File: config.mk
export PLATFORM = sky130hd
export DESIGN_NAME = mem_proxy_burst_buf_flat
export DESIGN_NICKNAME = d
export VERILOG_FILES = /design/src/verilog/mem_proxy_pkg.sv /design/src/verilog/mem_buf_if.sv /design/src/verilog/mem_proxy_burst_buf.sv /design/src/flat_wrapper.sv
export SDC_FILE = /design/constraint.sdc
export NUM_CORES = 1
export LEC_CHECK = 0
export ABC_AREA = 1
export BUFFER_PORTS_ARGS = -buffer_cell sky130_fd_sc_hd__buf_4
export CAP_MARGIN = 20
export CORE_ASPECT_RATIO = 1.2
export CORE_MARGIN = 2
export CORE_UTILIZATION = 50
export CTS_BUF_LIST = sky130_fd_sc_hd__clkbuf_4 sky130_fd_sc_hd__clkbuf_8
export DETAILED_ROUTE_END_ITERATION = 12
export PLACE_DENSITY = 0.82
export SLEW_MARGIN = 20
export SYNTH_ARGS = -nofsm -noshare
export SYNTH_HDL_FRONTEND = slang
export SYNTH_SLANG_ARGS = --single-unit
File: constraint.sdc
create_clock -name clk -period 5.21 [get_ports clk]
set_input_delay 0 -clock clk [delete_from_list [all_inputs] [get_ports clk]]
set_output_delay 0 -clock clk [all_outputs]
set_load 0.03 [all_outputs]
File: src/verilog/mem_proxy_pkg.sv
package mem_proxy_pkg;

    // ======================================================================
    // Widths and word types
    // ======================================================================
    localparam int ADDR_WID = 8;
    typedef logic [ADDR_WID-1:0] mem_addr_t;

    localparam int DATA_WID = 64;
    typedef logic [DATA_WID-1:0] mem_data_t;

    localparam int REG_WID = 32;
    typedef logic [REG_WID-1:0] reg_word_t;

    localparam int REG_ADDR_WID = 4;
    typedef logic [REG_ADDR_WID-1:0] reg_addr_t;

    // Depth of the RAM in words
    localparam int MEM_WORDS = 2**ADDR_WID;
    localparam int DATA_BYTES = DATA_WID / 8;

    // Burst geometry, two register words per memory word
    localparam int BURST_LEN = 2;
    localparam int BUF_WORDS = BURST_LEN * 2;
    typedef logic [3:0] burst_len_t;
    typedef logic [1:0] buf_idx_t;

    // ======================================================================
    // Command and engine encodings
    // ======================================================================
    typedef enum logic [1:0] {
        OP_NOP   = 2'd0,
        OP_READ  = 2'd1,
        OP_WRITE = 2'd2
    } mem_op_e;

    typedef enum logic [1:0] {
        EXEC_IDLE,
        EXEC_WRITE,
        EXEC_READ,
        EXEC_DRAIN
    } exec_state_e;

    // ======================================================================
    // Register map
    // ======================================================================
    localparam reg_addr_t REG_INFO      = 4'd0;
    localparam reg_addr_t REG_ADDR      = 4'd1;
    localparam reg_addr_t REG_CMD       = 4'd2;
    localparam reg_addr_t REG_STATUS    = 4'd3;
    localparam reg_addr_t REG_DATA_BASE = 4'd8;

    // STATUS bit positions
    localparam int STAT_BUSY_BIT  = 0;
    localparam int STAT_DONE_BIT  = 1;
    localparam int STAT_ERROR_BIT = 2;

    // CMD field offsets
    localparam int CMD_OP_LSB  = 0;
    localparam int CMD_LEN_LSB = 8;

    // INFO register contents
    localparam logic [3:0] MEM_TYPE_SRAM     = 4'd1;
    localparam logic [3:0] ACCESS_READ_WRITE = 4'd3;
    localparam reg_word_t INFO_VALUE = {
        8'(BURST_LEN),
        8'(DATA_BYTES),
        8'(ADDR_WID),
        ACCESS_READ_WRITE,
        MEM_TYPE_SRAM
    };

endpackage
File: src/verilog/mem_buf_if.sv
`timescale 1ns/1ns

interface mem_buf_if;

    // Host side, 32-bit halves addressed by register word
    logic                       host_wr;
    mem_proxy_pkg::buf_idx_t    host_idx;
    mem_proxy_pkg::reg_word_t   host_wdata;
    mem_proxy_pkg::reg_word_t   host_rdata;

    // Engine side, whole memory words
    logic                       eng_idx;
    logic                       eng_wr;
    mem_proxy_pkg::mem_data_t   eng_wdata;
    mem_proxy_pkg::mem_data_t   eng_rdata;

    modport decode (
        output host_wr,
        output host_idx,
        output host_wdata,
        input  host_rdata
    );

    modport execute (
        output eng_idx,
        output eng_wr,
        output eng_wdata,
        input  eng_rdata
    );

    modport buffer (
        input  host_wr,
        input  host_idx,
        input  host_wdata,
        output host_rdata,
        input  eng_idx,
        input  eng_wr,
        input  eng_wdata,
        output eng_rdata
    );

endinterface

File: src/verilog/mem_proxy_burst_buf.sv
`timescale 1ns/1ns

module mem_proxy_burst_buf (
    input  logic        clk,
    mem_buf_if.buffer   host
);

    // ======================================================================
    // Storage, one memory word per burst slot
    // ======================================================================
    mem_proxy_pkg::mem_data_t   buf_q [mem_proxy_pkg::BURST_LEN];
    mem_proxy_pkg::mem_data_t   host_word;
    logic                       host_word_idx;
    logic                       host_hi;

    // Register index splits into slot and half
    assign host_word_idx = host.host_idx[1];
    assign host_hi       = host.host_idx[0];

    always_ff @(posedge clk) begin
        // Host writes one half
        if (host.host_wr) begin
            if (host_hi) begin
                buf_q[host_word_idx][mem_proxy_pkg::DATA_WID-1:mem_proxy_pkg::REG_WID] <=
                    host.host_wdata;
            end else begin
                buf_q[host_word_idx][mem_proxy_pkg::REG_WID-1:0] <= host.host_wdata;
            end
        end
        // Engine word wins a collision on the same slot
        if (host.eng_wr) begin
            buf_q[host.eng_idx] <= host.eng_wdata;
        end
    end

    // ======================================================================
    // Read ports
    // ======================================================================
    assign host_word = buf_q[host_word_idx];

    // Even index low half, odd index high half
    assign host.host_rdata = host_hi ? host_word[mem_proxy_pkg::DATA_WID-1:mem_proxy_pkg::REG_WID]
                                     : host_word[mem_proxy_pkg::REG_WID-1:0];

    assign host.eng_rdata = buf_q[host.eng_idx];

endmodule

File: src/flat_wrapper.sv
// flat-port wrapper written by rule: the top's interface ports become plain ports
module mem_proxy_burst_buf_flat 
  (clk, host_host_wr, host_host_idx, host_host_wdata, host_host_rdata, host_eng_idx, host_eng_wr, host_eng_wdata, host_eng_rdata);
  mem_buf_if host_i ();
  input  logic clk;
  input wire logic [$bits(host_i.host_wr)-1:0] host_host_wr;
  input wire logic [$bits(host_i.host_idx)-1:0] host_host_idx;
  input wire logic [$bits(host_i.host_wdata)-1:0] host_host_wdata;
  output wire logic [$bits(host_i.host_rdata)-1:0] host_host_rdata;
  input wire logic [$bits(host_i.eng_idx)-1:0] host_eng_idx;
  input wire logic [$bits(host_i.eng_wr)-1:0] host_eng_wr;
  input wire logic [$bits(host_i.eng_wdata)-1:0] host_eng_wdata;
  output wire logic [$bits(host_i.eng_rdata)-1:0] host_eng_rdata;
  assign host_i.host_wr = host_host_wr;
  assign host_i.host_idx = host_host_idx;
  assign host_i.host_wdata = host_host_wdata;
  assign host_host_rdata = host_i.host_rdata;
  assign host_i.eng_idx = host_eng_idx;
  assign host_i.eng_wr = host_eng_wr;
  assign host_i.eng_wdata = host_eng_wdata;
  assign host_eng_rdata = host_i.eng_rdata;
  mem_proxy_burst_buf u_core (.clk(clk), .host(host_i));
endmodule
==> results of run 1 <==
[final timing paths]
kind / endpoint / cells after the start / from / slack (ns)
setup / recovery: u_core.buf_q[1][43] / 5 / host_eng_idx / 2.98
hold / removal: u_core.buf_q[0][35] / 3 / host_eng_wdata[35] / 0.03
[cell usage in the layout, fill, tap and decap left out, types with 4 or more instances in the layout]
cell	Yosys	final
o21ai_4	0	4
o21ai_1	40	40
edfxtp_1	128	128
dlygate4sd3_1	0	127
nand2_1	286	286
inv_1	194	193
clkbuf_8	0	17
o21ai_2	8	8
nand2_2	4	4
buf_4	4	199
o21ai_0	148	144
nand3_1	64	64
clkbuf_4	0	4
[cell type report]
class	count	share of cell area
well taps	175	0.0208
inverters	195	0.0697
clock inverters	9	0.00893
repair buffers	330	0.272
clock buffers	21	0.0251
flip-flops and latches	128	0.366
multi-input cells	552	0.238
[cells by family (layout without fill, tap and decap cells)]
| group | count (synthesis) | count (layout) | synth area share |
|---|---|---|---|
| buffers and inverters | 250 | 555 | 0.139 |
| AO/OA/AOI/OAI | 196 | 196 | 0.138 |
| flip-flops | 128 | 128 | 0.525 |
| AND/OR/NAND/NOR | 356 | 356 | 0.197 |
[stage by stage]
step / util / instances / cell area [um^2]
finish: 0.732 / 1410 / 10500
global route: 0.732 / 1410 / 10500
CTS: 0.732 / 1410 / 10500
detailed placement: 0.618 / 1253 / 8880
global placement: 0.613 / 1250 / 8790
floorplan: - / 930 / 7320
[worst max-delay path, cell delays in order]
cell and delay, ns:
buf_6 0.59, nand2_4 0.74, nand2_1 0.29, o21ai_0 0.12
dlygate4sd3_1 0.60
[power groups by stage]
| stage | Sequential [mW] | Combinational (mW) | Clock, mW |
|---|---|---|---|
| finish | 1.31 | 0.857 | 0.783 |
| global placement | 1.32 | 0.729 | 0 |
| floorplan | 1.32 | 0.462 | 0 |
| global route | 1.32 | 0.927 | 0.827 |
| CTS | 1.30 | 0.841 | 0.783 |
| detailed placement | 1.33 | 0.754 | 0 |
[layer usage]
metal | track usage | routed length (um) | part of all wire
met4 | 0.170 | 1250 | 0.057
met2 | 0.489 | 11200 | 0.51
met3 | 0.0509 | 1840 | 0.084
met1 | 0.326 | 7680 | 0.35
met5 | 0 | 0 | 0
==> out/qor.yml, run 1 <==
avgSynthCellArea_um2: 7.87
synth_nets: 1032
fillerInstances: 984
hold_viol: 0
port_buffers: 197
grt_pass1_wl_mm: 33.8
synthTopCellsByArea: "edfxtp_1, nand2_1, o21ai_0"
dpl_worst_slack_ns: 2.26
clock_path_buffers: 2
drv_slew: 0
status: "complete, no violations"
max_slew_margin: 0.301
ys_ff_latch: 128
overflow: 0
drc_errors: 0
p_per_area_nw_per_um2: 281
crit_fanout: 130
holdWs_ns: 0.0339
setup_viol: 0
period_share: 0.429
top_regs: "u_core.buf_q (128)"
max_freq_mhz: 448
syn_inst: 930
ys_seq_area_frac: 0.525
endpoint_kind: "register"
cts_setup_buffers: 0
min_path_type: "primary input to register"
required_ns: 5.39
tightest_slew_ns: 1.05
p_leak_nw: 5.17
sw_frac_of_total: 0.311
min_period_ns: 2.23
synth.most_common_cell: "nand2_1"
holdBufCountCts: 127
yosys.area.top_type_share: 0.525
die_y_um: 137
irDropWorstVdd_uv: 157
cts_resized: 0
rsz0062_at_grt: "no"
p_comb_frac: 0.291
p_seq_frac: 0.444
grt_pass1_vias: 7106
wl_per_cell_um: 15.5
gp_congestion: 0.830
ioPinCount: 198
async_reset_ff_frac: 0
cts_tree: "built"
ant_nets: 0
core.rowCount: 48
startpoint_type: "primary input"
n_antenna_cell: 0
synth_common_cells: "nand2_1, inv_1, o21ai_0"
drt_iter0_drc: 725
die_width_um: 114
synth_top_area_cell: "edfxtp_1"
die_area_um2: 15600
via_per_inst: 5.24
dpl.hpwl_mm: 12.9
ys.flop_type: "edfxtp_1"
cts.sinks: 128
crit_type: "primary input to register"
internal_power_mw: 2.03
total_power_mw: 2.95
cap_viol_max_count: 0
core-area_um2: 14400
cts_buffers: 17
ys_warn_count: 0
path_clk_slew_ns: 0.07
area_growth_pct: 43.6
floorplan.initialDensity: 0.510
multi_input_area_um2: 2500
first_pass_iters: 8
grt_max_degree: 131
globalRouteTotalUtil: 0.283
synth_cell_types: 15
setup_ws_ns: 2.98
h-tree-depth: 4
p_switching_mw: 0.917
drt-total-wl_mm: 21.9
synth_area_um2: 7320
cts_root_buffer: "clkbuf_8"
drive_above_1_share: 0.202
antenna_found_initial: 0
num_vias: 7391
seqCellArea_um2: 3840
largest_reg_flops: 128
clkPwrFrac: 0.266
largest_register: "u_core.buf_q"
final.setup.tns_ns: 0
cp.arrival_ns: 2.42
nets: 1326
synth_edf_count: 128
Note: power is estimated with default switching activity, not from simulation.
==> inputs of run 2 (changes only) <==
- clock period: 5.21 -> 2.1 ns (I/O delays scaled with it)
==> out/qor.yml, run 2 (synthesized netlist as in run 1, its figures left out) <==
status: "complete, no violations"  # unchanged
first_pass_iters: 6  # was 8
max_freq_mhz: 680
drt_iter0_drc: 520  # was 725
tightest_slew_ns: 0.759  # was 1.05 ns
drive_above_1_share: 0.212  # was 0.202
die_area_um2: 15600  # unchanged
globalRouteTotalUtil: 0.280  # was 0.283
hp-start: "host_eng_wdata[10]"  # was host_eng_wdata[35]
core.rowCount: 48  # unchanged
h-tree-depth: 4  # unchanged
min_period_ns: 1.47
largest_reg_flops: 128  # unchanged
setup_viol: 0  # unchanged
period_share: 0.700
die_y_um: 137  # unchanged
cts.sinks: 128  # unchanged
area_growth_pct: 45.3  # was 43.6%
drt-total-wl_mm: 21.8  # was 21.9 mm
num_vias: 7314  # was 7,391
endpoint_kind: "register"  # unchanged
dpl.hpwl_mm: 13.3  # was 12.9 mm
drv_slew: 0  # unchanged
final.setup.tns_ns: 0  # unchanged
cts_tree: "built"  # unchanged
hold_end: "u_core.buf_q[1][10]"  # was u_core.buf_q[0][35]
port_buffers: 197  # unchanged
crit_fanout: 49  # was 130
layout_commonest_cell: "nand2_1"  # unchanged
nets: 1339  # was 1,326
wl_per_cell_um: 15.3  # was 15.5 um
worstSetupStartpoint: "host_eng_idx"  # unchanged
core-area_um2: 14400  # unchanged
die_width_um: 114  # unchanged
cap_viol_max_count: 0  # unchanged
cts_root_buffer: "clkbuf_8"  # unchanged
p_leak_nw: 5.24  # was 5.17 nW
via_per_inst: 5.13  # was 5.24
floorplan.initialDensity: 0.510  # unchanged
cts_buffers: 17  # unchanged
final_cell_mix: "nand2_1, buf_4, inv_1"  # unchanged
hold_viol: 0  # unchanged
top_regs: "u_core.buf_q (128)"  # unchanged
clock_path_buffers: 2  # unchanged
irDropWorstVdd_uv: 513  # was 157 uV
crit_type: "primary input to register"  # unchanged
drc_errors: 0  # unchanged
gp_congestion: 0.846  # was 0.830
ioPinCount: 198  # unchanged
fillerInstances: 936  # was 984
largest_register: "u_core.buf_q"  # unchanged
fin_util: 0.741  # was 0.732
antenna_found_initial: 0  # unchanged
p_per_area_nw_per_um2: 724  # was 281 nW/um^2
ant_nets: 0  # unchanged
cp.arrival_ns: 1.66  # was 2.42 ns
rsz0062_at_grt: "no"  # unchanged
startpoint_type: "primary input"  # unchanged
path_clk_slew_ns: 0.07  # about the same
holdPathStages: 3  # unchanged
grt_pass1_wl_mm: 33.1  # was 33.8 mm
max_slew_margin: 0.494  # was 0.301
min_path_type: "primary input to register"  # unchanged
grt_pass1_vias: 6990  # was 7,106
overflow: 0  # unchanged
required_ns: 2.29  # was 5.39 ns
grt_max_degree: 89  # was 131
cts_setup_buffers: 0  # unchanged
-- run 2: cell types whose count changed in the layout (fill, tap and decap cells not counted), sizes merged --
cell	previous run	this run
buf	203	216
bufinv	2	5
diode	0	3
clkbuf	21	19
clkinv	6	5
clkinvlp	1	2
-- run 2: where the power goes --
part | total (mW) | switching, mW | internal, mW
registers | 3.24 | 0.0976 | 3.14
logic | 2.12 | 1.29 | 0.828
clock network | 2.35 | 0.927 | 1.42
-- run 2: through the flow --
| stage | area [um^2] | std cells | setup WS, ns | hold WS [ns] | power, mW |
|---|---|---|---|---|---|
| finish | 10600 | 1427 | 0.630 | 0.0289 | 7.70 |
| global route | 10600 | 1424 | 0.557 | 0.0360 | 8.01 |
| CTS | 10600 | 1424 | 0.713 | 0.00690 | 7.67 |
| detailed placement | 8910 | 1266 | 0.730 | 0.306 | 5.15 |
| global placement | 8910 | 1266 | 0.800 | 0.304 | 5.11 |
| floorplan | 7320 | 930 | -0.163 | 0.197 | 4.42 |
-- run 2: how the worst max path moves through the flow --
stage | endpoint | depth (start not counted) | slack [ns]
after global routing | u_core.buf_q[0][33] | 6 | 0.56
after global placement | host_eng_rdata[63] | 4 | 0.80
after floorplan | u_core.buf_q[1][0] | 4 | -0.16
after CTS | u_core.buf_q[0][32] | 6 | 0.71
final | u_core.buf_q[0][32] | 6 | 0.63
after detailed placement | host_host_rdata[31] | 7 | 0.73
-- run 2: final cells by class --
type	count	area [um^2]	area share
well taps	175	219	0.0206
clock buffers	19	249	0.0234
diodes	3	7.51	0.000706
repair buffers	343	2890	0.272
inverters	195	732	0.0688
multi-input cells	552	2500	0.235
clock inverters	12	191	0.0180
flip-flops and latches	128	3840	0.361
-- run 2: critical path, cell delays in order --
cell and delay (ns):
buf_4 0.13, inv_2 0.05, nand2_4 0.35, buf_4 0.39, o21ai_0 0.13, dlygate4sd3_1 0.57
-- run 2: timing repair --
item                                    CTS  global route
hold buffers                            127             0
endpoints found under the hold margin   128             0
endpoints found under the setup margin    0             0
resized for setup                         0             0
-- run 2: per-layer routing --
| metal | GRT usage | vias to the layer above | part of all wire |
|---|---|---|---|
| met5 | 0 | - | 0 |
| met4 | 0.165 | 0 | 0.045 |
| met3 | 0.0509 | 80 | 0.066 |
| met2 | 0.492 | 343 | 0.52 |
| met1 | 0.316 | 3324 | 0.37 |
| li1 | - | 3567 | - |
