==> src/verilog/mem_proxy_pkg.sv <==
package mem_proxy_pkg;

    // ======================================================================
    // Widths and word types
    // ======================================================================
    localparam int ADDR_WID = 8;
    typedef logic [ADDR_WID-1:0] mem_addr_t;

    localparam int DATA_WID = 64;
    typedef logic [DATA_WID-1:0] mem_data_t;

    localparam int REG_WID = 32;
    typedef logic [REG_WID-1:0] reg_word_t;

    localparam int REG_ADDR_WID = 4;
    typedef logic [REG_ADDR_WID-1:0] reg_addr_t;

    // Depth of the RAM in words
    localparam int MEM_WORDS = 2**ADDR_WID;
    localparam int DATA_BYTES = DATA_WID / 8;

    // Burst geometry, two register words per memory word
    localparam int BURST_LEN = 2;
    localparam int BUF_WORDS = BURST_LEN * 2;
    typedef logic [3:0] burst_len_t;
    typedef logic [1:0] buf_idx_t;

    // ======================================================================
    // Command and engine encodings
    // ======================================================================
    typedef enum logic [1:0] {
        OP_NOP   = 2'd0,
        OP_READ  = 2'd1,
        OP_WRITE = 2'd2
    } mem_op_e;

    typedef enum logic [1:0] {
        EXEC_IDLE,
        EXEC_WRITE,
        EXEC_READ,
        EXEC_DRAIN
    } exec_state_e;

    // ======================================================================
    // Register map
    // ======================================================================
    localparam reg_addr_t REG_INFO      = 4'd0;
    localparam reg_addr_t REG_ADDR      = 4'd1;
    localparam reg_addr_t REG_CMD       = 4'd2;
    localparam reg_addr_t REG_STATUS    = 4'd3;
    localparam reg_addr_t REG_DATA_BASE = 4'd8;

    // STATUS bit positions
    localparam int STAT_BUSY_BIT  = 0;
    localparam int STAT_DONE_BIT  = 1;
    localparam int STAT_ERROR_BIT = 2;

    // CMD field offsets
    localparam int CMD_OP_LSB  = 0;
    localparam int CMD_LEN_LSB = 8;

    // INFO register contents
    localparam logic [3:0] MEM_TYPE_SRAM     = 4'd1;
    localparam logic [3:0] ACCESS_READ_WRITE = 4'd3;
    localparam reg_word_t INFO_VALUE = {
        8'(BURST_LEN),
        8'(DATA_BYTES),
        8'(ADDR_WID),
        ACCESS_READ_WRITE,
        MEM_TYPE_SRAM
    };

endpackage
==> src/verilog/mem_port_if.sv <==
`timescale 1ns/1ns

interface mem_port_if;

    // Write port
    logic                       wr_en;
    mem_proxy_pkg::mem_addr_t   wr_addr;
    mem_proxy_pkg::mem_data_t   wr_data;

    // Read port, data one cycle after rd_en
    logic                       rd_en;
    mem_proxy_pkg::mem_addr_t   rd_addr;
    mem_proxy_pkg::mem_data_t   rd_data;

    modport execute (
        output wr_en,
        output wr_addr,
        output wr_data,
        output rd_en,
        output rd_addr,
        input  rd_data
    );

    modport ram (
        input  wr_en,
        input  wr_addr,
        input  wr_data,
        input  rd_en,
        input  rd_addr,
        output rd_data
    );

endinterface

==> src/verilog/mem_buf_if.sv <==
`timescale 1ns/1ns

interface mem_buf_if;

    // Host side, 32-bit halves addressed by register word
    logic                       host_wr;
    mem_proxy_pkg::buf_idx_t    host_idx;
    mem_proxy_pkg::reg_word_t   host_wdata;
    mem_proxy_pkg::reg_word_t   host_rdata;

    // Engine side, whole memory words
    logic                       eng_idx;
    logic                       eng_wr;
    mem_proxy_pkg::mem_data_t   eng_wdata;
    mem_proxy_pkg::mem_data_t   eng_rdata;

    modport decode (
        output host_wr,
        output host_idx,
        output host_wdata,
        input  host_rdata
    );

    modport execute (
        output eng_idx,
        output eng_wr,
        output eng_wdata,
        input  eng_rdata
    );

    modport buffer (
        input  host_wr,
        input  host_idx,
        input  host_wdata,
        output host_rdata,
        input  eng_idx,
        input  eng_wr,
        input  eng_wdata,
        output eng_rdata
    );

endinterface

==> src/verilog/mem_cmd_if.sv <==
`timescale 1ns/1ns

interface mem_cmd_if;

    // Launch side, one-cycle start with its command fields
    logic                       start;
    mem_proxy_pkg::mem_op_e     op;
    mem_proxy_pkg::mem_addr_t   addr;
    mem_proxy_pkg::burst_len_t  len;

    // Completion side
    // busy is a level, done pulses in the last engine cycle
    logic                       busy;
    logic                       done;

    modport decode (
        output start,
        output op,
        output addr,
        output len,
        input  busy,
        input  done
    );

    modport execute (
        input  start,
        input  op,
        input  addr,
        input  len,
        output busy,
        output done
    );

endinterface

==> src/verilog/mem_proxy_execute.sv <==
`timescale 1ns/1ns

module mem_proxy_execute (
    input  logic            clk,
    input  logic            rst_n,
    mem_cmd_if.execute      cmd,
    mem_buf_if.execute      buf_eng,
    mem_port_if.execute     mem
);

    // ======================================================================
    // Burst engine state
    // ======================================================================
    mem_proxy_pkg::exec_state_e state_q;
    mem_proxy_pkg::exec_state_e state_d;
    mem_proxy_pkg::mem_addr_t   addr_q;
    mem_proxy_pkg::burst_len_t  len_q;
    logic                       cnt_q;
    logic                       wb_vld_q;
    logic                       wb_idx_q;
    logic                       last_word;

    // Current word is the final one of the burst
    assign last_word = (mem_proxy_pkg::burst_len_t'(cnt_q) == len_q - mem_proxy_pkg::burst_len_t'(1));

    always_comb begin
        state_d = state_q;
        case (state_q)
            mem_proxy_pkg::EXEC_IDLE: begin
                if (cmd.start) begin
                    if (cmd.op == mem_proxy_pkg::OP_WRITE) begin
                        state_d = mem_proxy_pkg::EXEC_WRITE;
                    end else if (cmd.op == mem_proxy_pkg::OP_READ) begin
                        state_d = mem_proxy_pkg::EXEC_READ;
                    end
                end
            end
            mem_proxy_pkg::EXEC_WRITE: begin
                if (last_word) begin
                    state_d = mem_proxy_pkg::EXEC_IDLE;
                end
            end
            mem_proxy_pkg::EXEC_READ: begin
                // One more cycle for the last returned word
                if (last_word) begin
                    state_d = mem_proxy_pkg::EXEC_DRAIN;
                end
            end
            default: state_d = mem_proxy_pkg::EXEC_IDLE;
        endcase
    end

    always_ff @(posedge clk or negedge rst_n) begin
        if (!rst_n) begin
            state_q  <= mem_proxy_pkg::EXEC_IDLE;
            cnt_q    <= 1'b0;
            wb_vld_q <= 1'b0;
        end else begin
            state_q  <= state_d;
            cnt_q    <= mem.wr_en || mem.rd_en ? cnt_q + 1'b1 : 1'b0;
            wb_vld_q <= mem.rd_en;
        end
    end

    // Burst base and length, plus the word a pending read returns to
    always_ff @(posedge clk) begin
        if ((state_q == mem_proxy_pkg::EXEC_IDLE) && cmd.start) begin
            addr_q <= cmd.addr;
            len_q  <= cmd.len;
        end
        wb_idx_q <= cnt_q;
    end

    // ======================================================================
    // RAM and buffer ports
    // ======================================================================
    assign mem.wr_en   = (state_q == mem_proxy_pkg::EXEC_WRITE);
    assign mem.wr_addr = addr_q + mem_proxy_pkg::mem_addr_t'(cnt_q);
    assign mem.wr_data = buf_eng.eng_rdata;
    assign mem.rd_en   = (state_q == mem_proxy_pkg::EXEC_READ);
    assign mem.rd_addr = addr_q + mem_proxy_pkg::mem_addr_t'(cnt_q);

    // Writes read the buffer by count, reads write back one cycle late
    assign buf_eng.eng_idx   = mem.wr_en ? cnt_q : wb_idx_q;
    assign buf_eng.eng_wr    = wb_vld_q;
    assign buf_eng.eng_wdata = mem.rd_data;

    assign cmd.busy = (state_q != mem_proxy_pkg::EXEC_IDLE);
    assign cmd.done = (mem.wr_en && last_word) || (state_q == mem_proxy_pkg::EXEC_DRAIN);

    // One RAM port active per cycle
    assert property (@(posedge clk) disable iff (!rst_n) !(mem.wr_en && mem.rd_en));

endmodule

==> src/flat_wrapper.sv <==
// flat-port wrapper written by rule: the top's interface ports become plain ports
module mem_proxy_execute_flat 
  (clk, rst_n, cmd_start, cmd_op, cmd_addr, cmd_len, cmd_busy, cmd_done, buf_eng_eng_idx, buf_eng_eng_wr, buf_eng_eng_wdata, buf_eng_eng_rdata, mem_wr_en, mem_wr_addr, mem_wr_data, mem_rd_en, mem_rd_addr, mem_rd_data);
  mem_cmd_if cmd_i ();
  mem_buf_if buf_eng_i ();
  mem_port_if mem_i ();
  input  logic clk;
  input  logic rst_n;
  input wire logic [$bits(cmd_i.start)-1:0] cmd_start;
  input wire logic [$bits(cmd_i.op)-1:0] cmd_op;
  input wire logic [$bits(cmd_i.addr)-1:0] cmd_addr;
  input wire logic [$bits(cmd_i.len)-1:0] cmd_len;
  output wire logic [$bits(cmd_i.busy)-1:0] cmd_busy;
  output wire logic [$bits(cmd_i.done)-1:0] cmd_done;
  output wire logic [$bits(buf_eng_i.eng_idx)-1:0] buf_eng_eng_idx;
  output wire logic [$bits(buf_eng_i.eng_wr)-1:0] buf_eng_eng_wr;
  output wire logic [$bits(buf_eng_i.eng_wdata)-1:0] buf_eng_eng_wdata;
  input wire logic [$bits(buf_eng_i.eng_rdata)-1:0] buf_eng_eng_rdata;
  output wire logic [$bits(mem_i.wr_en)-1:0] mem_wr_en;
  output wire logic [$bits(mem_i.wr_addr)-1:0] mem_wr_addr;
  output wire logic [$bits(mem_i.wr_data)-1:0] mem_wr_data;
  output wire logic [$bits(mem_i.rd_en)-1:0] mem_rd_en;
  output wire logic [$bits(mem_i.rd_addr)-1:0] mem_rd_addr;
  input wire logic [$bits(mem_i.rd_data)-1:0] mem_rd_data;
  assign cmd_i.start = cmd_start;
  assign cmd_i.op = cmd_op;
  assign cmd_i.addr = cmd_addr;
  assign cmd_i.len = cmd_len;
  assign cmd_busy = cmd_i.busy;
  assign cmd_done = cmd_i.done;
  assign buf_eng_eng_idx = buf_eng_i.eng_idx;
  assign buf_eng_eng_wr = buf_eng_i.eng_wr;
  assign buf_eng_eng_wdata = buf_eng_i.eng_wdata;
  assign buf_eng_i.eng_rdata = buf_eng_eng_rdata;
  assign mem_wr_en = mem_i.wr_en;
  assign mem_wr_addr = mem_i.wr_addr;
  assign mem_wr_data = mem_i.wr_data;
  assign mem_rd_en = mem_i.rd_en;
  assign mem_rd_addr = mem_i.rd_addr;
  assign mem_i.rd_data = mem_rd_data;
  mem_proxy_execute u_core (.clk(clk), .rst_n(rst_n), .cmd(cmd_i), .buf_eng(buf_eng_i), .mem(mem_i));
endmodule
==> config.mk <==
export PLATFORM = sky130hd
export DESIGN_NAME = mem_proxy_execute_flat
export DESIGN_NICKNAME = d
export VERILOG_FILES = /design/src/verilog/mem_proxy_pkg.sv /design/src/verilog/mem_port_if.sv /design/src/verilog/mem_buf_if.sv /design/src/verilog/mem_cmd_if.sv /design/src/verilog/mem_proxy_execute.sv /design/src/flat_wrapper.sv
export SDC_FILE = /design/constraint.sdc
export NUM_CORES = 1
export LEC_CHECK = 0
export BUFFER_PORTS_ARGS = -buffer_cell sky130_fd_sc_hd__clkbuf_2
export CORE_AREA = 2 2 114 116
export CTS_CLUSTER_DIAMETER = 60
export DETAILED_ROUTE_END_ITERATION = 16
export DIE_AREA = 0 0 116 118
export GPL_TIMING_DRIVEN = 0
export PLACE_DENSITY_LB_ADDON = 0.2
export SYNTH_ARGS = -nofsm -noshare
export SYNTH_HDL_FRONTEND = slang
export SYNTH_SLANG_ARGS = --single-unit
export TNS_END_PERCENT = 50
==> constraint.sdc <==
create_clock -name clk -period 2 [get_ports clk]
set_input_delay 0.4 -clock clk [delete_from_list [all_inputs] [get_ports clk]]
set_output_delay 0.4 -clock clk [all_outputs]
set_load 0.03 [all_outputs]
==> results of run 1 <==
==> sequential cells by signal, indices dropped and copies added, names as in the netlist <==
| register | cells |
|---|---|
| u_core.state_q | 2 |
| u_core.addr_q | 8 |
| u_core.wb_idx_q | 1 |
| u_core.cnt_q | 1 |
| u_core.buf_eng.eng_wr | 1 |
| u_core.len_q | 4 |
==> timing repair <==
action | in CTS | in global routing
gates resized for setup | 20 | 11
endpoints found under the setup margin | 14 | 10
setup buffers | 4 | 2
pin swaps | 5 | 11
hold buffers | 1 | 0
endpoints found under the hold margin | 4 | 0
==> metal layers <==
metal | wire (um) | global-route usage, % | vias to the layer above
li1 | - | - | 847
met1 | 2860 | 11.7 | 839
met2 | 3860 | 17.4 | 96
met3 | 591 | 1.91 | 2
met4 | 18 | 0.893 | 0
met5 | 0 | 0 | -
==> worst reg2reg max path, delay by kind of cell, from the launching register on <==
| family | cells | cell delay, ns |
|---|---|---|
| AO/OA/AOI/OAI | 4 | 0.69 |
| buffers and inverters | 3 | 0.36 |
| flip-flops | 1 | 0.35 |
| AND/OR/NAND/NOR | 1 | 0.24 |
| adder cells (fa/ha/maj) | 1 | 0.18 |
==> cell usage in the layout (no fill, tap or decap), types with 3 or more instances in the layout <==
master,instances
buf_4,144
clkbuf_16,3
clkbuf_2,159
dfrtp_1,3
edfxtp_1,12
ha_1,3
ha_4,3
inv_1,7
xnor2_2,4
xor2_1,3
==> cell families (layout without fill, tap and decap cells) <==
logic type	Yosys count	after routing	synth area share, %
simple gates	13	13	3.84
fa+ha+maj	7	7	4.72
flops	17	17	25.9
compound gates	10	10	4.78
mux	1	1	0.606
buf+inv	143	320	56.4
xor+xnor	8	8	3.77
==> metrics by stage <==
stage	utilization (%)	setup WS (ns)	setup TNS, ns	cell area [um^2]
2_1_floorplan	-	-0.0761	-0.210	1880
4_1_cts	25.2	-0.181	-0.181	3130
3_5_place_dp	23.5	-0.120	-0.189	2920
5_1_grt	25.8	-0.276	-0.378	3200
6_report	25.8	-0.218	-0.218	3200
3_3_place_gp	23.5	-0.0975	-0.0975	2920
==> report_power, final <==
part | internal (uW) | leakage, uW | switching (uW) | total (uW)
clock | 271 | 0.0000382 | 133 | 403
sequential | 493 | 0.000167 | 88.3 | 581
combinational | 741 | 0.00159 | 1090 | 1830
total | 1500 | 0.00180 | 1320 | 2820
==> layout make-up <==
cell class,instances,area (um^2)
multi-input combinational,39,457
buffer,136,1020
sequential,17,482
inverter,7,26.3
tap,172,215
timing repair buffer,173,923
clock buffer,4,78.8
fill,1367,9210
==> worst paths after layout <==
check	to	slack [ns]
worst max-delay path	cmd_done	-0.22
worst min-delay path	u_core.len_q[0]$_DFFE_PP_	0.33
worst max register to register	u_core.state_q[0]$_DFFE_PN0P_	0.06
worst min register to register	u_core.wb_idx_q$_DFF_P_	0.56
max in group asynchronous	u_core.cnt_q$_DFF_PN0_	1.35
min in group asynchronous	u_core.buf_eng.eng_wr$_DFF_PN0_	0.51
==> impl_results.md, run 1 <==
- Ys Warns: 0
- Initial antenna violation count: 0
- Worst skew pair latency: 0.25 ns
- Delay-heaviest family, CP: compound AO/OA/AOI/OAI gates
- Highest achievable clock rate: 451 MHz
- CTS tree: yes
- Arr. time, crit path: 1.82 ns
- Pre-antenna DRT Iters: 3
- Max cap viols: 0
- Crit-path cells: inv_1 -> ha_2 -> or2_4 -> o31ai_4 -> o2111ai_2 -> o21bai_2 -> clkbuf_8
- Seq/Total Area, Yosys: 25.9%
- Count of final hold-check violations: 0
- Share of layout cells above drive strength 1: 88.6%
- CP startpoint kind: flip-flop
- Slew @ Worst Pin: 0.658 ns
- Post-Synthesis Cells: 199
- Vias in the first global route: 1,692
- Drt via density: 3.26
- CP startpoint: u_core.len_q[1]$_DFFE_PP_
- Pwr Total: 2820 uW
- R2r startpoint: u_core.len_q[1]$_DFFE_PP_
- Vias post-DR: 1,784
- Final Non-Filler Cells: about 550
- Residual DRC: 0
- Flops & latches, synth: 17
- Port bufs: 166
- Hold Startpoint: cmd_len[0]
- Share of synthesized registers carrying an async set or reset: 23.5%
- Root Driver: clkbuf_16
- Global-route wire length before repair: 9.80 mm
- Core box area: 12,400 um^2
- I/O Pins: 295
- Wirelength, routed: 7.33 mm
- CTS Buf Count: 3
- Nets@finish: roughly 530
- Setup crit end kind: output port
- Post-Syn Area: around 1900 um^2
- CTS H-tree depth: 1
- Slew HR: 56.1%
- Hpwl dp: 6.63 mm
- Leading area contributor after synthesis: buf_4
- Placer Congestion: 0.707
- Worst path slowest cell: edfxtp_1
- Die width: 116 um
- Critical-path maximum fanout: 2
- Slew Viols, Final: 0
- Top cells by instance count after synthesis: buf_4, edfxtp_1, ha_1, inv_1
- Status: finished with violations
- Diode count: 0
- Area delta synth->final: 72.5%
- Final setup violation count: 1
- Row cnt: 41
- Syn Nets: 351
- Post-DRT Antenna Nets: 0
- Register-to-Register Path Depth: 9
- Cell variety after synth: 26
- GR Util All Layers: 9.50%
- RSZ-0062 raised after global routing: yes
- Top post-synthesis cells by area: buf_4, edfxtp_1, dfrtp_1
- Clock sinks: 17
- Die area: around 14,000 um^2
- Number of synthesized flops with an enable pin: 12
- Inst Count DP: 537
- Peak supply drop: 0.455 mV
- Chip height: ~120 um
- Clock Path Buffers: 2
- Gr ovfl total: 0
- Initial cell density of the core: 15.0%
- 1st-iter DRT viols: 24
- Hold WC Path Type: in -> reg
- Fin Clk Skew: 0.00197 ns
- CP max stage delay: around 0.35 ns
- Hold path depth: 1
- Static leakage: 0.00180 uW
- Req. time, crit path: 1.60 ns
- Ys flop type: edfxtp_1
- Final setup margin: -0.218 ns
- Worst hold slack: 0.328 ns
- Drt wl/cell: between 10 and 15 um
- Post-synth top area share: 55.0%
- Largest net degree at the start of global routing: 13
- CP Class: reg -> out
- Avg Cell Area, Syn: 9.33 um^2
- Tcrit/Tclk final: 111%
- Final Critical Period: 2.22 ns
- Instance count on the critical path: 7
- Power Density: 880 nW/um^2
- Clock transition at path regs: 0.05 ns
- Buf+Inv Stages, Crit Path: 2
- Failing checks: setup timing
- Count leader, synth: buf_4
Note: power is estimated with default switching activity, not from simulation.
==> run 2: changes to the inputs <==
Settings changed: GPL_TIMING_DRIVEN 0 to not set.
Clock period 2 ns to 1.8 ns, I/O delays scaled along.
==> impl_results.md, run 2 (synthesized netlist as in run 1, its figures left out) <==
- Status: finished with violations
- Failing checks: setup timing
- Port bufs: 38
- Hold WC Path Type: in -> reg
- Count of final hold-check violations: 0
- Slew Viols, Final: 0
- Regs by FF count: u_core.addr_q x8, u_core.len_q x4, u_core.state_q x2
- CP startpoint kind: flip-flop
- Max reg flops: 8
- Vias in the first global route: 1,000
- Seq pwr share: 23.8%
- GR Util met2: 11.5%
- Slew @ Worst Pin: 0.448 ns
- GR Layer Usage met1: 7.04%
- Vias post-DR: about 870
- Clock transition at path regs: roughly 0.060 ns
- Highest achievable clock rate: 469 MHz
- Most frequent cells in the layout: clkbuf_2, buf_4, edfxtp_1
- Initial cell density of the core: 15.0%
- Critical-path maximum fanout: 2
- Setup crit end kind: output port
- GR Util All Layers: under 10%
- Power Density: between 1000 and 1500 nW/um^2
- Placer Congestion: 0.650
- Area delta synth->final: -3.77%
- Tcrit/Tclk final: 118%
- Clock share of power: 17.5%
- Die width: 116 um
- Fin Clk Skew: 0.00323 ns
- Core box area: 12,400 um^2
- CTS H-tree depth: 1
- Logic pwr share: 58.7%
- Drt wl/cell: between 15 and 20 um
- Share of layout cells above drive strength 1: 65.3%
- Slew HR: a little over two thirds
- Most common cell after layout, fill and taps aside: clkbuf_2
- CTS Buf Count: 3
- Clock Path Buffers: 2
- GRT busiest layer: met2
- Req. time, crit path: 1.44 ns
- Placed Area: about 1400 um^2
- Met3 Resource Use GR: 7.26%
- Sw power: 1100 uW
- Final Critical Period: 2.13 ns
- Largest Register: u_core.addr_q
- CTS tree: yes
- Largest net degree at the start of global routing: 13
- Place WS: -0.139 ns
- Residual DRC: 0
- Max cap viols: 0
- Fin util: 14.4%
- Row cnt: 41
- Drt via density: 3.00
- Net Sw Frac: 41.6%
- Chip height: 118 um
- Final setup margin: -0.332 ns
- Int Power: around 1600 uW
- Worst skew pair latency: 0.25 ns
- Arr. time, crit path: 1.77 ns
- Hpwl dp: 4.89 mm
- Die area: between 10,000 and 15,000 um^2
- Worst hold slack: roughly 0.28 ns
- RSZ-0062 raised after global routing: yes
- CP Class: reg -> out
- Clock sinks: 17
- Nets@finish: 271
- Initial antenna violation count: 0
- I/O Pins: 295
- Gr ovfl total: 0
- Final setup violation count: 15
- Cell area after layout: 1790 um^2
- Post-DRT Antenna Nets: 0
- Root Driver: clkbuf_16
- Pre-antenna DRT Iters: 3
- Static leakage: 0.000687 uW
- Peak supply drop: 0.376 mV
- Wirelength, routed: 5.68 mm
- Global-route wire length before repair: approximately 7.4 mm
- 1st-iter DRT viols: 19
- Diode count: 0
-- run 2: area by class of cell --
cell class	count	area [um^2]
fill	1429	10600
multi-input combinational	39	552
sequential	17	482
timing repair buffer	51	433
tap	172	215
clock buffer	4	78.8
inverter	7	26.3
-- run 2: power by group through the flow --
stage               sequential, uW  clock (uW)  combinational, uW
floorplan                      644           0               1390
global placement               627           0               1220
detailed placement             625           0               1210
CTS                            639         497               1470
global route                   650         508               1680
finish                         631         466               1560
-- run 2: per-stage QoR --
step	instances	setup TNS [ns]	power, uW
global route	290	-2.41	2840
finish	290	-1.23	2660
detailed placement	283	-0.275	1830
floorplan	199	-0.320	2040
global placement	283	-0.224	1850
CTS	289	-1.38	2610
-- run 2: final timing paths --
path	startpoint	endpoint	slack, ns	depth (start not counted)
max in group asynchronous	rst_n	u_core.state_q[0]$_DFFE_PN0P_	1.20	2
min in group asynchronous	rst_n	u_core.state_q[1]$_DFFE_PN0P_	0.45	2
min reg2reg	u_core.cnt_q$_DFF_PN0_	u_core.wb_idx_q$_DFF_P_	0.61	2
max	u_core.len_q[0]$_DFFE_PP_	cmd_done	-0.33	7
min	cmd_len[1]	u_core.len_q[1]$_DFFE_PP_	0.28	1
max reg2reg	u_core.len_q[0]$_DFFE_PP_	u_core.state_q[1]$_DFFE_PN0P_	-0.02	8
-- run 2: what timing repair did --
item                                    4_1_cts  5_1_grt
hold endpoints to repair                      4        0
gates resized for setup                      46       21
endpoints found under the setup margin       18       18
pin swaps                                    10        3
hold buffers                                  1        0
setup buffers                                 1        1
-- run 2: routing by layer --
metal	up-vias	wire length [um]
li1	331	-
met1	375	1640
met2	137	2600
met3	28	1150
met4	0	294
met5	-	0
-- run 2: worst max-delay path, cell delays in order (launching register included) --
cell       delay [ns]
edfxtp_1         0.34
inv_1            0.05
ha_2             0.17
or2_1            0.24
o31ai_2          0.20
o2111ai_2        0.19
o21bai_2         0.15
clkbuf_8         0.17
