<file path="src/verilog/mem_proxy_pkg.sv">
package mem_proxy_pkg;

    // ======================================================================
    // Widths and word types
    // ======================================================================
    localparam int ADDR_WID = 8;
    typedef logic [ADDR_WID-1:0] mem_addr_t;

    localparam int DATA_WID = 64;
    typedef logic [DATA_WID-1:0] mem_data_t;

    localparam int REG_WID = 32;
    typedef logic [REG_WID-1:0] reg_word_t;

    localparam int REG_ADDR_WID = 4;
    typedef logic [REG_ADDR_WID-1:0] reg_addr_t;

    // Depth of the RAM in words
    localparam int MEM_WORDS = 2**ADDR_WID;
    localparam int DATA_BYTES = DATA_WID / 8;

    // Burst geometry, two register words per memory word
    localparam int BURST_LEN = 2;
    localparam int BUF_WORDS = BURST_LEN * 2;
    typedef logic [3:0] burst_len_t;
    typedef logic [1:0] buf_idx_t;

    // ======================================================================
    // Command and engine encodings
    // ======================================================================
    typedef enum logic [1:0] {
        OP_NOP   = 2'd0,
        OP_READ  = 2'd1,
        OP_WRITE = 2'd2
    } mem_op_e;

    typedef enum logic [1:0] {
        EXEC_IDLE,
        EXEC_WRITE,
        EXEC_READ,
        EXEC_DRAIN
    } exec_state_e;

    // ======================================================================
    // Register map
    // ======================================================================
    localparam reg_addr_t REG_INFO      = 4'd0;
    localparam reg_addr_t REG_ADDR      = 4'd1;
    localparam reg_addr_t REG_CMD       = 4'd2;
    localparam reg_addr_t REG_STATUS    = 4'd3;
    localparam reg_addr_t REG_DATA_BASE = 4'd8;

    // STATUS bit positions
    localparam int STAT_BUSY_BIT  = 0;
    localparam int STAT_DONE_BIT  = 1;
    localparam int STAT_ERROR_BIT = 2;

    // CMD field offsets
    localparam int CMD_OP_LSB  = 0;
    localparam int CMD_LEN_LSB = 8;

    // INFO register contents
    localparam logic [3:0] MEM_TYPE_SRAM     = 4'd1;
    localparam logic [3:0] ACCESS_READ_WRITE = 4'd3;
    localparam reg_word_t INFO_VALUE = {
        8'(BURST_LEN),
        8'(DATA_BYTES),
        8'(ADDR_WID),
        ACCESS_READ_WRITE,
        MEM_TYPE_SRAM
    };

endpackage
</file>
<file path="src/verilog/mem_buf_if.sv">
`timescale 1ns/1ns

interface mem_buf_if;

    // Host side, 32-bit halves addressed by register word
    logic                       host_wr;
    mem_proxy_pkg::buf_idx_t    host_idx;
    mem_proxy_pkg::reg_word_t   host_wdata;
    mem_proxy_pkg::reg_word_t   host_rdata;

    // Engine side, whole memory words
    logic                       eng_idx;
    logic                       eng_wr;
    mem_proxy_pkg::mem_data_t   eng_wdata;
    mem_proxy_pkg::mem_data_t   eng_rdata;

    modport decode (
        output host_wr,
        output host_idx,
        output host_wdata,
        input  host_rdata
    );

    modport execute (
        output eng_idx,
        output eng_wr,
        output eng_wdata,
        input  eng_rdata
    );

    modport buffer (
        input  host_wr,
        input  host_idx,
        input  host_wdata,
        output host_rdata,
        input  eng_idx,
        input  eng_wr,
        input  eng_wdata,
        output eng_rdata
    );

endinterface

</file>
<file path="src/verilog/mem_cmd_if.sv">
`timescale 1ns/1ns

interface mem_cmd_if;

    // Launch side, one-cycle start with its command fields
    logic                       start;
    mem_proxy_pkg::mem_op_e     op;
    mem_proxy_pkg::mem_addr_t   addr;
    mem_proxy_pkg::burst_len_t  len;

    // Completion side
    // busy is a level, done pulses in the last engine cycle
    logic                       busy;
    logic                       done;

    modport decode (
        output start,
        output op,
        output addr,
        output len,
        input  busy,
        input  done
    );

    modport execute (
        input  start,
        input  op,
        input  addr,
        input  len,
        output busy,
        output done
    );

endinterface

</file>
<file path="src/verilog/mem_proxy_decode.sv">
`timescale 1ns/1ns

module mem_proxy_decode (
    input  logic                        clk,
    input  logic                        rst_n,
    input  logic                        reg_wr,
    input  logic                        reg_rd,
    input  mem_proxy_pkg::reg_addr_t    reg_addr,
    input  mem_proxy_pkg::reg_word_t    reg_wdata,
    output mem_proxy_pkg::reg_word_t    reg_rdata,
    output logic                        reg_rvalid,
    mem_cmd_if.decode                   cmd,
    mem_buf_if.decode                   buf_host
);

    // ======================================================================
    // Command field decode
    // ======================================================================
    mem_proxy_pkg::mem_addr_t   addr_q;
    mem_proxy_pkg::mem_op_e     op_q;
    mem_proxy_pkg::burst_len_t  len_q;
    mem_proxy_pkg::mem_op_e     wr_op;
    mem_proxy_pkg::burst_len_t  wr_len;
    mem_proxy_pkg::reg_word_t   status_word;
    mem_proxy_pkg::reg_word_t   rdata_d;
    logic                       start_q;
    logic                       done_q;
    logic                       error_q;
    logic                       busy_img;
    logic                       cmd_accept;
    logic                       wr_legal;
    logic                       in_window;

    assign wr_op  = mem_proxy_pkg::mem_op_e'(reg_wdata[mem_proxy_pkg::CMD_OP_LSB +: 2]);
    assign wr_len = reg_wdata[mem_proxy_pkg::CMD_LEN_LSB +: 4];

    // Busy from the CMD write until the engine lets go
    assign busy_img   = start_q || cmd.busy;
    assign cmd_accept = reg_wr && (reg_addr == mem_proxy_pkg::REG_CMD) && !busy_img;

    // Length in range and burst inside the array
    assign wr_legal = ((wr_op == mem_proxy_pkg::OP_READ) || (wr_op == mem_proxy_pkg::OP_WRITE))
                   && (wr_len != '0)
                   && (int'(wr_len) <= mem_proxy_pkg::BURST_LEN)
                   && ((int'(addr_q) + int'(wr_len)) <= mem_proxy_pkg::MEM_WORDS);

    // Control flags and the address register
    always_ff @(posedge clk or negedge rst_n) begin
        if (!rst_n) begin
            start_q <= 1'b0;
            done_q  <= 1'b0;
            error_q <= 1'b0;
            addr_q  <= '0;
        end else begin
            start_q <= 1'b0;
            if (cmd.done) begin
                done_q <= 1'b1;
            end
            if (reg_wr && (reg_addr == mem_proxy_pkg::REG_ADDR)) begin
                addr_q <= reg_wdata[mem_proxy_pkg::ADDR_WID-1:0];
            end
            if (cmd_accept) begin
                if (wr_op == mem_proxy_pkg::OP_NOP) begin
                    done_q  <= 1'b1;
                    error_q <= 1'b0;
                end else if (wr_legal) begin
                    start_q <= 1'b1;
                    done_q  <= 1'b0;
                    error_q <= 1'b0;
                end else begin
                    // Rejected, report at once
                    done_q  <= 1'b1;
                    error_q <= 1'b1;
                end
            end
        end
    end

    // Command fields held for the start cycle
    always_ff @(posedge clk) begin
        if (cmd_accept) begin
            op_q  <= wr_op;
            len_q <= wr_len;
        end
    end

    assign cmd.start = start_q;
    assign cmd.op    = op_q;
    assign cmd.addr  = addr_q;
    assign cmd.len   = len_q;

    // ======================================================================
    // Buffer window and read mux
    // ======================================================================
    assign in_window = (reg_addr >= mem_proxy_pkg::REG_DATA_BASE)
                    && (reg_addr < mem_proxy_pkg::REG_DATA_BASE + mem_proxy_pkg::BUF_WORDS);

    assign buf_host.host_wr    = reg_wr && in_window;
    assign buf_host.host_idx   = mem_proxy_pkg::buf_idx_t'(reg_addr - mem_proxy_pkg::REG_DATA_BASE);
    assign buf_host.host_wdata = reg_wdata;

    always_comb begin
        status_word = '0;
        status_word[mem_proxy_pkg::STAT_BUSY_BIT]  = busy_img;
        status_word[mem_proxy_pkg::STAT_DONE_BIT]  = done_q;
        status_word[mem_proxy_pkg::STAT_ERROR_BIT] = error_q;
    end

    always_comb begin
        rdata_d = '0;
        case (reg_addr)
            mem_proxy_pkg::REG_INFO:   rdata_d = mem_proxy_pkg::INFO_VALUE;
            mem_proxy_pkg::REG_ADDR:   rdata_d = mem_proxy_pkg::reg_word_t'(addr_q);
            mem_proxy_pkg::REG_STATUS: rdata_d = status_word;
            default: begin
                if (in_window) begin
                    rdata_d = buf_host.host_rdata;
                end
            end
        endcase
    end

    // Read data one cycle behind the strobe
    always_ff @(posedge clk or negedge rst_n) begin
        if (!rst_n) begin
            reg_rvalid <= 1'b0;
        end else begin
            reg_rvalid <= reg_rd;
        end
    end

    always_ff @(posedge clk) begin
        if (reg_rd) begin
            reg_rdata <= rdata_d;
        end
    end

    // Engine must be idle at launch and take the command on the next edge
    assert property (@(posedge clk) disable iff (!rst_n) $rose(cmd.start) |-> !cmd.busy);
    assert property (@(posedge clk) disable iff (!rst_n) cmd.start |=> cmd.busy);

    // Read response exactly one cycle later
    assert property (@(posedge clk) disable iff (!rst_n) reg_rd |=> reg_rvalid);
    assert property (@(posedge clk) disable iff (!rst_n) !reg_rd |=> !reg_rvalid);

endmodule

</file>
<file path="src/flat_wrapper.sv">
// flat-port wrapper written by rule: the top's interface ports become plain ports
module mem_proxy_decode_flat 
  (clk, rst_n, reg_wr, reg_rd, reg_addr, reg_wdata, reg_rdata, reg_rvalid, cmd_start, cmd_op, cmd_addr, cmd_len, cmd_busy, cmd_done, buf_host_host_wr, buf_host_host_idx, buf_host_host_wdata, buf_host_host_rdata);
  mem_cmd_if cmd_i ();
  mem_buf_if buf_host_i ();
  input  logic clk;
  input  logic rst_n;
  input  logic reg_wr;
  input  logic reg_rd;
  input  mem_proxy_pkg::reg_addr_t reg_addr;
  input  mem_proxy_pkg::reg_word_t reg_wdata;
  output mem_proxy_pkg::reg_word_t reg_rdata;
  output logic reg_rvalid;
  output wire logic [$bits(cmd_i.start)-1:0] cmd_start;
  output wire logic [$bits(cmd_i.op)-1:0] cmd_op;
  output wire logic [$bits(cmd_i.addr)-1:0] cmd_addr;
  output wire logic [$bits(cmd_i.len)-1:0] cmd_len;
  input wire logic [$bits(cmd_i.busy)-1:0] cmd_busy;
  input wire logic [$bits(cmd_i.done)-1:0] cmd_done;
  output wire logic [$bits(buf_host_i.host_wr)-1:0] buf_host_host_wr;
  output wire logic [$bits(buf_host_i.host_idx)-1:0] buf_host_host_idx;
  output wire logic [$bits(buf_host_i.host_wdata)-1:0] buf_host_host_wdata;
  input wire logic [$bits(buf_host_i.host_rdata)-1:0] buf_host_host_rdata;
  assign cmd_start = cmd_i.start;
  assign cmd_op = cmd_i.op;
  assign cmd_addr = cmd_i.addr;
  assign cmd_len = cmd_i.len;
  assign cmd_i.busy = cmd_busy;
  assign cmd_i.done = cmd_done;
  assign buf_host_host_wr = buf_host_i.host_wr;
  assign buf_host_host_idx = buf_host_i.host_idx;
  assign buf_host_host_wdata = buf_host_i.host_wdata;
  assign buf_host_i.host_rdata = buf_host_host_rdata;
  mem_proxy_decode u_core (.clk(clk), .rst_n(rst_n), .reg_wr(reg_wr), .reg_rd(reg_rd), .reg_addr(reg_addr), .reg_wdata(reg_wdata), .reg_rdata(reg_rdata), .reg_rvalid(reg_rvalid), .cmd(cmd_i), .buf_host(buf_host_i));
endmodule
</file>
<file path="config.mk">
export PLATFORM = sky130hd
export DESIGN_NAME = mem_proxy_decode_flat
export DESIGN_NICKNAME = d
export VERILOG_FILES = /design/src/verilog/mem_proxy_pkg.sv /design/src/verilog/mem_buf_if.sv /design/src/verilog/mem_cmd_if.sv /design/src/verilog/mem_proxy_decode.sv /design/src/flat_wrapper.sv
export SDC_FILE = /design/constraint.sdc
export NUM_CORES = 1
export LEC_CHECK = 0
export ABC_CLOCK_PERIOD_IN_PS = 1700
export CAP_MARGIN = 5
export CORE_AREA = 3 3 68 70
export CTS_BUF_LIST = sky130_fd_sc_hd__clkbuf_8
export DETAILED_ROUTE_END_ITERATION = 6
export DIE_AREA = 0 0 71 73
export DONT_BUFFER_PORTS = 1
export PLACE_DENSITY = 0.78
export SLEW_MARGIN = 20
export SYNTH_ARGS = -nofsm -noshare
export SYNTH_HDL_FRONTEND = slang
export SYNTH_SLANG_ARGS = --single-unit
export TNS_END_PERCENT = 10
</file>
<file path="constraint.sdc">
create_clock -name clk -period 1.7 [get_ports clk]
set_input_delay 0.34 -clock clk [delete_from_list [all_inputs] [get_ports clk]]
set_output_delay 0.34 -clock clk [all_outputs]
set_load 0.01 [all_outputs]
</file>
==> flow_summary.json, run 1 <==
{
  "status": "finished with violations",
  "violations": "setup timing",
  "synth_cell_types": 31,
  "internal_power_w": 0.00190,
  "hold_class": "input pin to register",
  "gp_congestion": 0.771,
  "seq_area_frac_synth_pct": 60.4,
  "clkPwrFrac_pct": 26.7,
  "num_rows": 23,
  "synth_cells": 185,
  "cp_top_family": "adder cells",
  "dieWidth_um": 71,
  "crit_slowest_cell": "dfrtp_1",
  "path_cells": "ha_4 -> fa_2 -> nor4_1 -> o21ai_1 -> a21oi_2 -> a22oi_1",
  "drtPass1Iterations": 5,
  "layout_min_cycle_time_ps": 1840,
  "clk_latency_ps": 290,
  "p_leak_nw": 0.912,
  "fillers": 325,
  "ant_nets": 0,
  "finalClockSkew_ps": 4.03,
  "max-clock-path-buffers": 2,
  "worstSetupPathType": "register to register",
  "crit_cells": 6,
  "grt_max_degree": 34,
  "r2r_setup_slack_ps": -140,
  "die_h_um": 73,
  "io_pins": 157,
  "power_density_mw_per_mm2": 1070,
  "crit_required_ps": 1870,
  "switching_share_pct": 24.1,
  "clk_pin_slew_ps": 80,
  "nets": 240,
  "tightestPinTransition_ps": 559,
  "critPathLaunch": "u_core.cmd.addr[0]",
  "p_comb_share_pct": 11.5,
  "max_stage_delay_ps": 420,
  "whs_ps": 79.0,
  "reg2reg_depth": 6,
  "cts_htree_levels": 2,
  "finalSetupViolCount": 3,
  "seqPwrFrac_pct": 61.8,
  "vdd_drop_max_uv": 668,
  "worst_setup_path_end_kind": "register",
  "post_cts_buffers": 0,
  "grt_use_total_pct": 19.4,
  "start_util_pct": 59.3,
  "grt_pass1_wl_um": 7580,
  "period_share_pct": 108,
  "area_delta_synth_final_pct": -2.20,
  "hold_viol_final": 0,
  "vias_per_cell": 6.05,
  "most-common-layout-cells": "edfxtp_1, and2_1, dfrtp_1",
  "dieArea_mm2": 0.00518,
  "crit_path_end": "u_core.done_q",
  "wl_per_cell_um": 23.9,
  "drt_iter0_markers": 63,
  "arrival_ps": 2010,
  "diodes": 0,
  "dp_hpwl_um": 4020,
  "ys_warn_count": 0,
  "synth_area_per_cell_um2": 12.9,
  "grt_antenna_before_repair": 0,
  "cts_made_buffers": 5,
  "worstReg2RegStart": "u_core.cmd.addr[0]",
  "drt_wl_total_um": 5050,
  "grt_overflow": 0,
  "worstPathMaxFanout": 3,
  "grt_pass1_vias": 1374,
  "setup_ws_ps": -138,
  "crit_path_start_kind": "register",
  "coreArea_mm2": 0.00403,
  "synthFlopType": "edfxtp_1",
  "p_switching_w": 0.000603,
  "worst-path-buf-inv": 0,
  "regToRegEndpoint": "u_core.done_q",
  "drc": 0,
  "netlist_area_mm2": 0.00239,
  "synthArstFlopShare_pct": 24.0,
  "slew_headroom_pct": 62.6,
  "drv_slew": 0,
  "ys_ff_latch": 50,
  "syn_nets": 265,
  "cts_tree": "done",
  "drive_gt1_share_pct": 14.9,
  "finalSetupTns_ps": -372,
  "clock.fmax_mhz": 544,
  "clock-root-buffer": "clkbuf_8",
  "port_buffers": 0,
  "vias": 1277,
  "synth_edf_count": 38,
  "rsz0062_at_grt": "yes",
  "max_cap_violations": 0,
  "clock_sinks": 50,
  "mostFrequentLayoutCell": "edfxtp_1"
}
-- layer usage --
| metal | vias to the layer above | track usage [%] | part of all wire, % |
|---|---|---|---|
| li1 | 566 | - | - |
| met1 | 580 | 17.5 | 30 |
| met2 | 99 | 34.2 | 51 |
| met3 | 32 | 11.7 | 15 |
| met4 | 0 | 9.39 | 4.1 |
| met5 | - | 0 | 0 |
-- stage by stage --
stage	total power (W)	instances	util [%]	instance area [um2]	setup slack [ps]
global route	0.00261	211	58.0	2330	-228
CTS	0.00252	211	58.0	2330	-95.9
detailed placement	0.00185	202	55.1	2220	-153
finish	0.00250	211	58.0	2330	-138
global placement	0.00181	202	55.1	2220	-53.5
floorplan	0.00182	185	-	2390	-87.9
-- logic make-up after synthesis --
kind of cell,count (synthesis),synth area share (%)
and+or+nand+nor,48,12.6
buffers and inverters,47,12.9
DFF,50,60.4
xor gates and xnor gates,2,0.734
muxes,6,2.83
AOI/OAI and AO/OA,26,7.08
adders and majority gates,6,3.46
-- power groups by stage --
stage / Sequential (W) / Combinational [W] / Clock [W]
final: 0.00155 / 0.000287 / 0.000667
after global routing: 0.00156 / 0.000323 / 0.000732
after CTS: 0.00155 / 0.000286 / 0.000689
after detailed placement: 0.00157 / 0.000274 / 0
after global placement: 0.00156 / 0.000250 / 0
after floorplan: 0.00156 / 0.000256 / 0
-- worst min-delay path by stage --
| stage | from | end | cells after the start |
|---|---|---|---|
| floorplan | rst_n | u_core.cmd.addr[0] | 0 |
| global placement | rst_n | u_core.cmd.addr[0] | 0 |
| detailed placement | rst_n | u_core.cmd.addr[0] | 0 |
| CTS | reg_rd | u_core.reg_rvalid | 0 |
| global route | reg_rd | u_core.reg_rvalid | 0 |
| finish | reg_rd | u_core.reg_rvalid | 0 |
-- final cells by class --
| class | instances | area (um2) | area share (%) |
|---|---|---|---|
| Sequential cell | 50 | 1440 | 61.7 |
| Multi-Input combinational cell | 88 | 656 | 28.1 |
| Clock buffer | 6 | 82.6 | 3.54 |
| Tap cell | 50 | 62.6 | 2.68 |
| Timing Repair Buffer | 7 | 55.1 | 2.36 |
| Inverter | 8 | 30.0 | 1.29 |
| Clock inverter | 2 | 7.51 | 0.322 |
-- synth_stat cells, drive strengths merged, types with 3 or more instances --
| library cell | number | area (um2) |
|---|---|---|
| a211oi | 3 | 22.5 |
| a21oi | 9 | 45.0 |
| a22o | 3 | 26.3 |
| and2 | 24 | 150 |
| buf | 36 | 268 |
| clkbuf | 3 | 11.3 |
| dfrtp | 12 | 300 |
| edfxtp | 38 | 1140 |
| ha | 5 | 62.6 |
| inv | 8 | 30.0 |
| mux2 | 6 | 67.6 |
| nand2 | 7 | 33.8 |
| nand3 | 3 | 15.0 |
| nor2 | 6 | 22.5 |
| o21ai | 5 | 25.0 |
-- repair_timing --
item,CTS,global route
gates cloned,0,0
gates resized for setup,2,0
endpoints found under the setup margin,3,3
pin swaps,2,0
hold endpoints to repair,12,0
hold buffers,1,0
-- sequential cells by signal, summed over array words and instances (netlist names) --
signal	count
u_core.cmd.addr	8
u_core.error_q	1
u_core.reg_rvalid	1
u_core.reg_rdata	32
u_core.done_q	1
u_core.cmd.start	1
u_core.cmd.op	2
u_core.cmd.len	4
Note: power is estimated with default switching activity, not from simulation.
==> run 2, diff against run 1 <==
--- a/config.mk
+++ b/config.mk
@@ -5,14 +5,16 @@
 export SDC_FILE = /design/constraint.sdc
 export NUM_CORES = 1
 export LEC_CHECK = 0
-export ABC_CLOCK_PERIOD_IN_PS = 1700
+export ABC_CLOCK_PERIOD_IN_PS = 1600
 export CAP_MARGIN = 5
-export CORE_AREA = 3 3 68 70
+export CELL_PAD_IN_SITES_DETAIL_PLACEMENT = 1
+export CELL_PAD_IN_SITES_GLOBAL_PLACEMENT = 1
+export CORE_AREA = 3 3 79 81
 export CTS_BUF_LIST = sky130_fd_sc_hd__clkbuf_8
 export DETAILED_ROUTE_END_ITERATION = 6
-export DIE_AREA = 0 0 71 73
+export DIE_AREA = 0 0 82 84
 export DONT_BUFFER_PORTS = 1
-export PLACE_DENSITY = 0.78
+export PLACE_DENSITY = 0.77
 export SLEW_MARGIN = 20
 export SYNTH_ARGS = -nofsm -noshare
 export SYNTH_HDL_FRONTEND = slang
==> constraint.sdc (replaced) <==
create_clock -name clk -period 1.6 [get_ports clk]
set_input_delay 0.32 -clock clk [delete_from_list [all_inputs] [get_ports clk]]
set_output_delay 0.32 -clock clk [all_outputs]
set_load 0.01 [all_outputs]
==> flow_summary.json, run 2 (same netlist as run 1, synthesis figures left out) <==
{
  "status": "finished with violations",
  "violations": "setup timing",
  "finalClockSkew_ps": 8.49,
  "mostFrequentLayoutCell": "edfxtp_1",
  "dp_hpwl_um": 4040,
  "drv_slew": 0,
  "crit_required_ps": 1780,
  "hold_viol_final": 0,
  "fillers": 584,
  "whs_ps": 49.3,
  "port_buffers": 0,
  "ant_nets": 0,
  "clock_sinks": 50,
  "largest_reg_flops": 32,
  "grt_pass1_wl_um": 7730,
  "grt_pass1_vias": 1426,
  "arrival_ps": 2010,
  "clk_latency_ps": 300,
  "clock-root-buffer": "clkbuf_8",
  "coreArea_mm2": 0.00554,
  "grt_antenna_before_repair": 0,
  "area_delta_synth_final_pct": 0.734,
  "grt_overflow": 0,
  "dieArea_mm2": 0.00689,
  "multiInputGateArea_um2": 664,
  "grt_max_degree": 34,
  "grt_use_total_pct": 14.8,
  "cts_made_buffers": 5,
  "slew_headroom_pct": 63.9,
  "most-common-layout-cells": "edfxtp_1, and2_1, dfrtp_1",
  "hold_class": "input pin to register",
  "wl_per_cell_um": 21.8,
  "max_cap_violations": 0,
  "die_h_um": 84,
  "cts_tree": "done",
  "drtPass1Iterations": 5,
  "p_leak_nw": 0.932,
  "worstReg2RegStart": "u_core.cmd.addr[0]",
  "gp_congestion": 0.892,
  "drc": 0,
  "vias_per_cell": 5.64,
  "tightestPinTransition_ps": 539,
  "vdd_drop_max_uv": 517,
  "diodes": 0,
  "dieWidth_um": 82,
  "rsz0062_at_grt": "yes",
  "worstSetupPathType": "register to register",
  "clock.fmax_mhz": 548,
  "power_density_mw_per_mm2": 1130,
  "layout_min_cycle_time_ps": 1830,
  "io_pins": 157,
  "nets": 245,
  "seq_area_mm2": 0.00144,
  "p_total_w": 0.00271,
  "worstHoldStart": "reg_rd",
  "worst_setup_path_end_kind": "register",
  "critPathLaunch": "u_core.cmd.addr[0]",
  "vias": 1342,
  "crit_path_start_kind": "register",
  "setup_ws_ps": -226,
  "top_register": "u_core.reg_rdata",
  "worstPathMaxFanout": 3,
  "max-clock-path-buffers": 2,
  "clk_pin_slew_ps": 90,
  "drt_wl_total_um": 5190,
  "finalSetupViolCount": 3,
  "drive_gt1_share_pct": 19.3,
  "num_rows": 27,
  "period_share_pct": 114,
  "start_util_pct": 43.1,
  "cts_htree_levels": 2,
  "drt_iter0_markers": 51
}
## run 2: routing by layer
metal | GRT usage, % | routed length [um] | vias up
met3 | 8.10 | 703 | 5
met1 | 16.8 | 2010 | 669
met4 | 3.63 | 39 | 0
met5 | 0 | 0 | -
li1 | - | - | 572
met2 | 24.0 | 2440 | 96
## run 2: repair_timing
item,in CTS,in global routing
hold buffers,1,0
resized for setup,2,2
hold endpoints to repair,12,0
endpoints found under the setup margin,3,3
pin swaps,1,1
setup buffers,1,0
## run 2: worst max-delay path, stage by stage, from the launching register on
cell	delay [ps]
dfrtp_1	370
ha_2	210
fa_2	460
nor4_4	270
o21ai_2	100
a21oi_2	190
a22oi_1	100
## run 2: layout make-up
cell class	count	share of cell area [%]
Multi-Input combinational cell	88	27.6
Tap cell	72	3.75
Inverter	8	1.25
Clock buffer	5	2.86
Clock inverter	3	0.728
Timing Repair Buffer	12	3.85
Sequential cell	50	59.9
## run 2: report_power, final
group / internal [W] / leakage, nW / switching [W]
sequential: 0.00152 / 0.512 / 0.0000979
clock: 0.000303 / 0.0493 / 0.000399
combinational: 0.000185 / 0.371 / 0.000209
## run 2: worst paths after layout
check / to / slack, ps / depth (start not counted)
max in group asynchronous: u_core.cmd.addr[4] / 800 / 1
worst max register to register: u_core.done_q / -230 / 6
min in group asynchronous: u_core.cmd.addr[0] / 430 / 1
worst min register to register: u_core.error_q / 520 / 2
worst min-delay path: u_core.reg_rvalid / 50 / 0
worst max-delay path: u_core.done_q / -230 / 6
## run 2: through the flow
| stage | cells | TNS [ps] | area, um2 | setup slack [ps] | utilization (%) |
|---|---|---|---|---|---|
| floorplan | 185 | -496 | 2390 | -188 | - |
| global placement | 228 | -361 | 2280 | -144 | 41.1 |
| detailed placement | 228 | -943 | 2280 | -344 | 41.1 |
| CTS | 238 | -608 | 2390 | -214 | 43.2 |
| global route | 238 | -935 | 2400 | -338 | 43.4 |
| finish | 238 | -635 | 2400 | -226 | 43.4 |
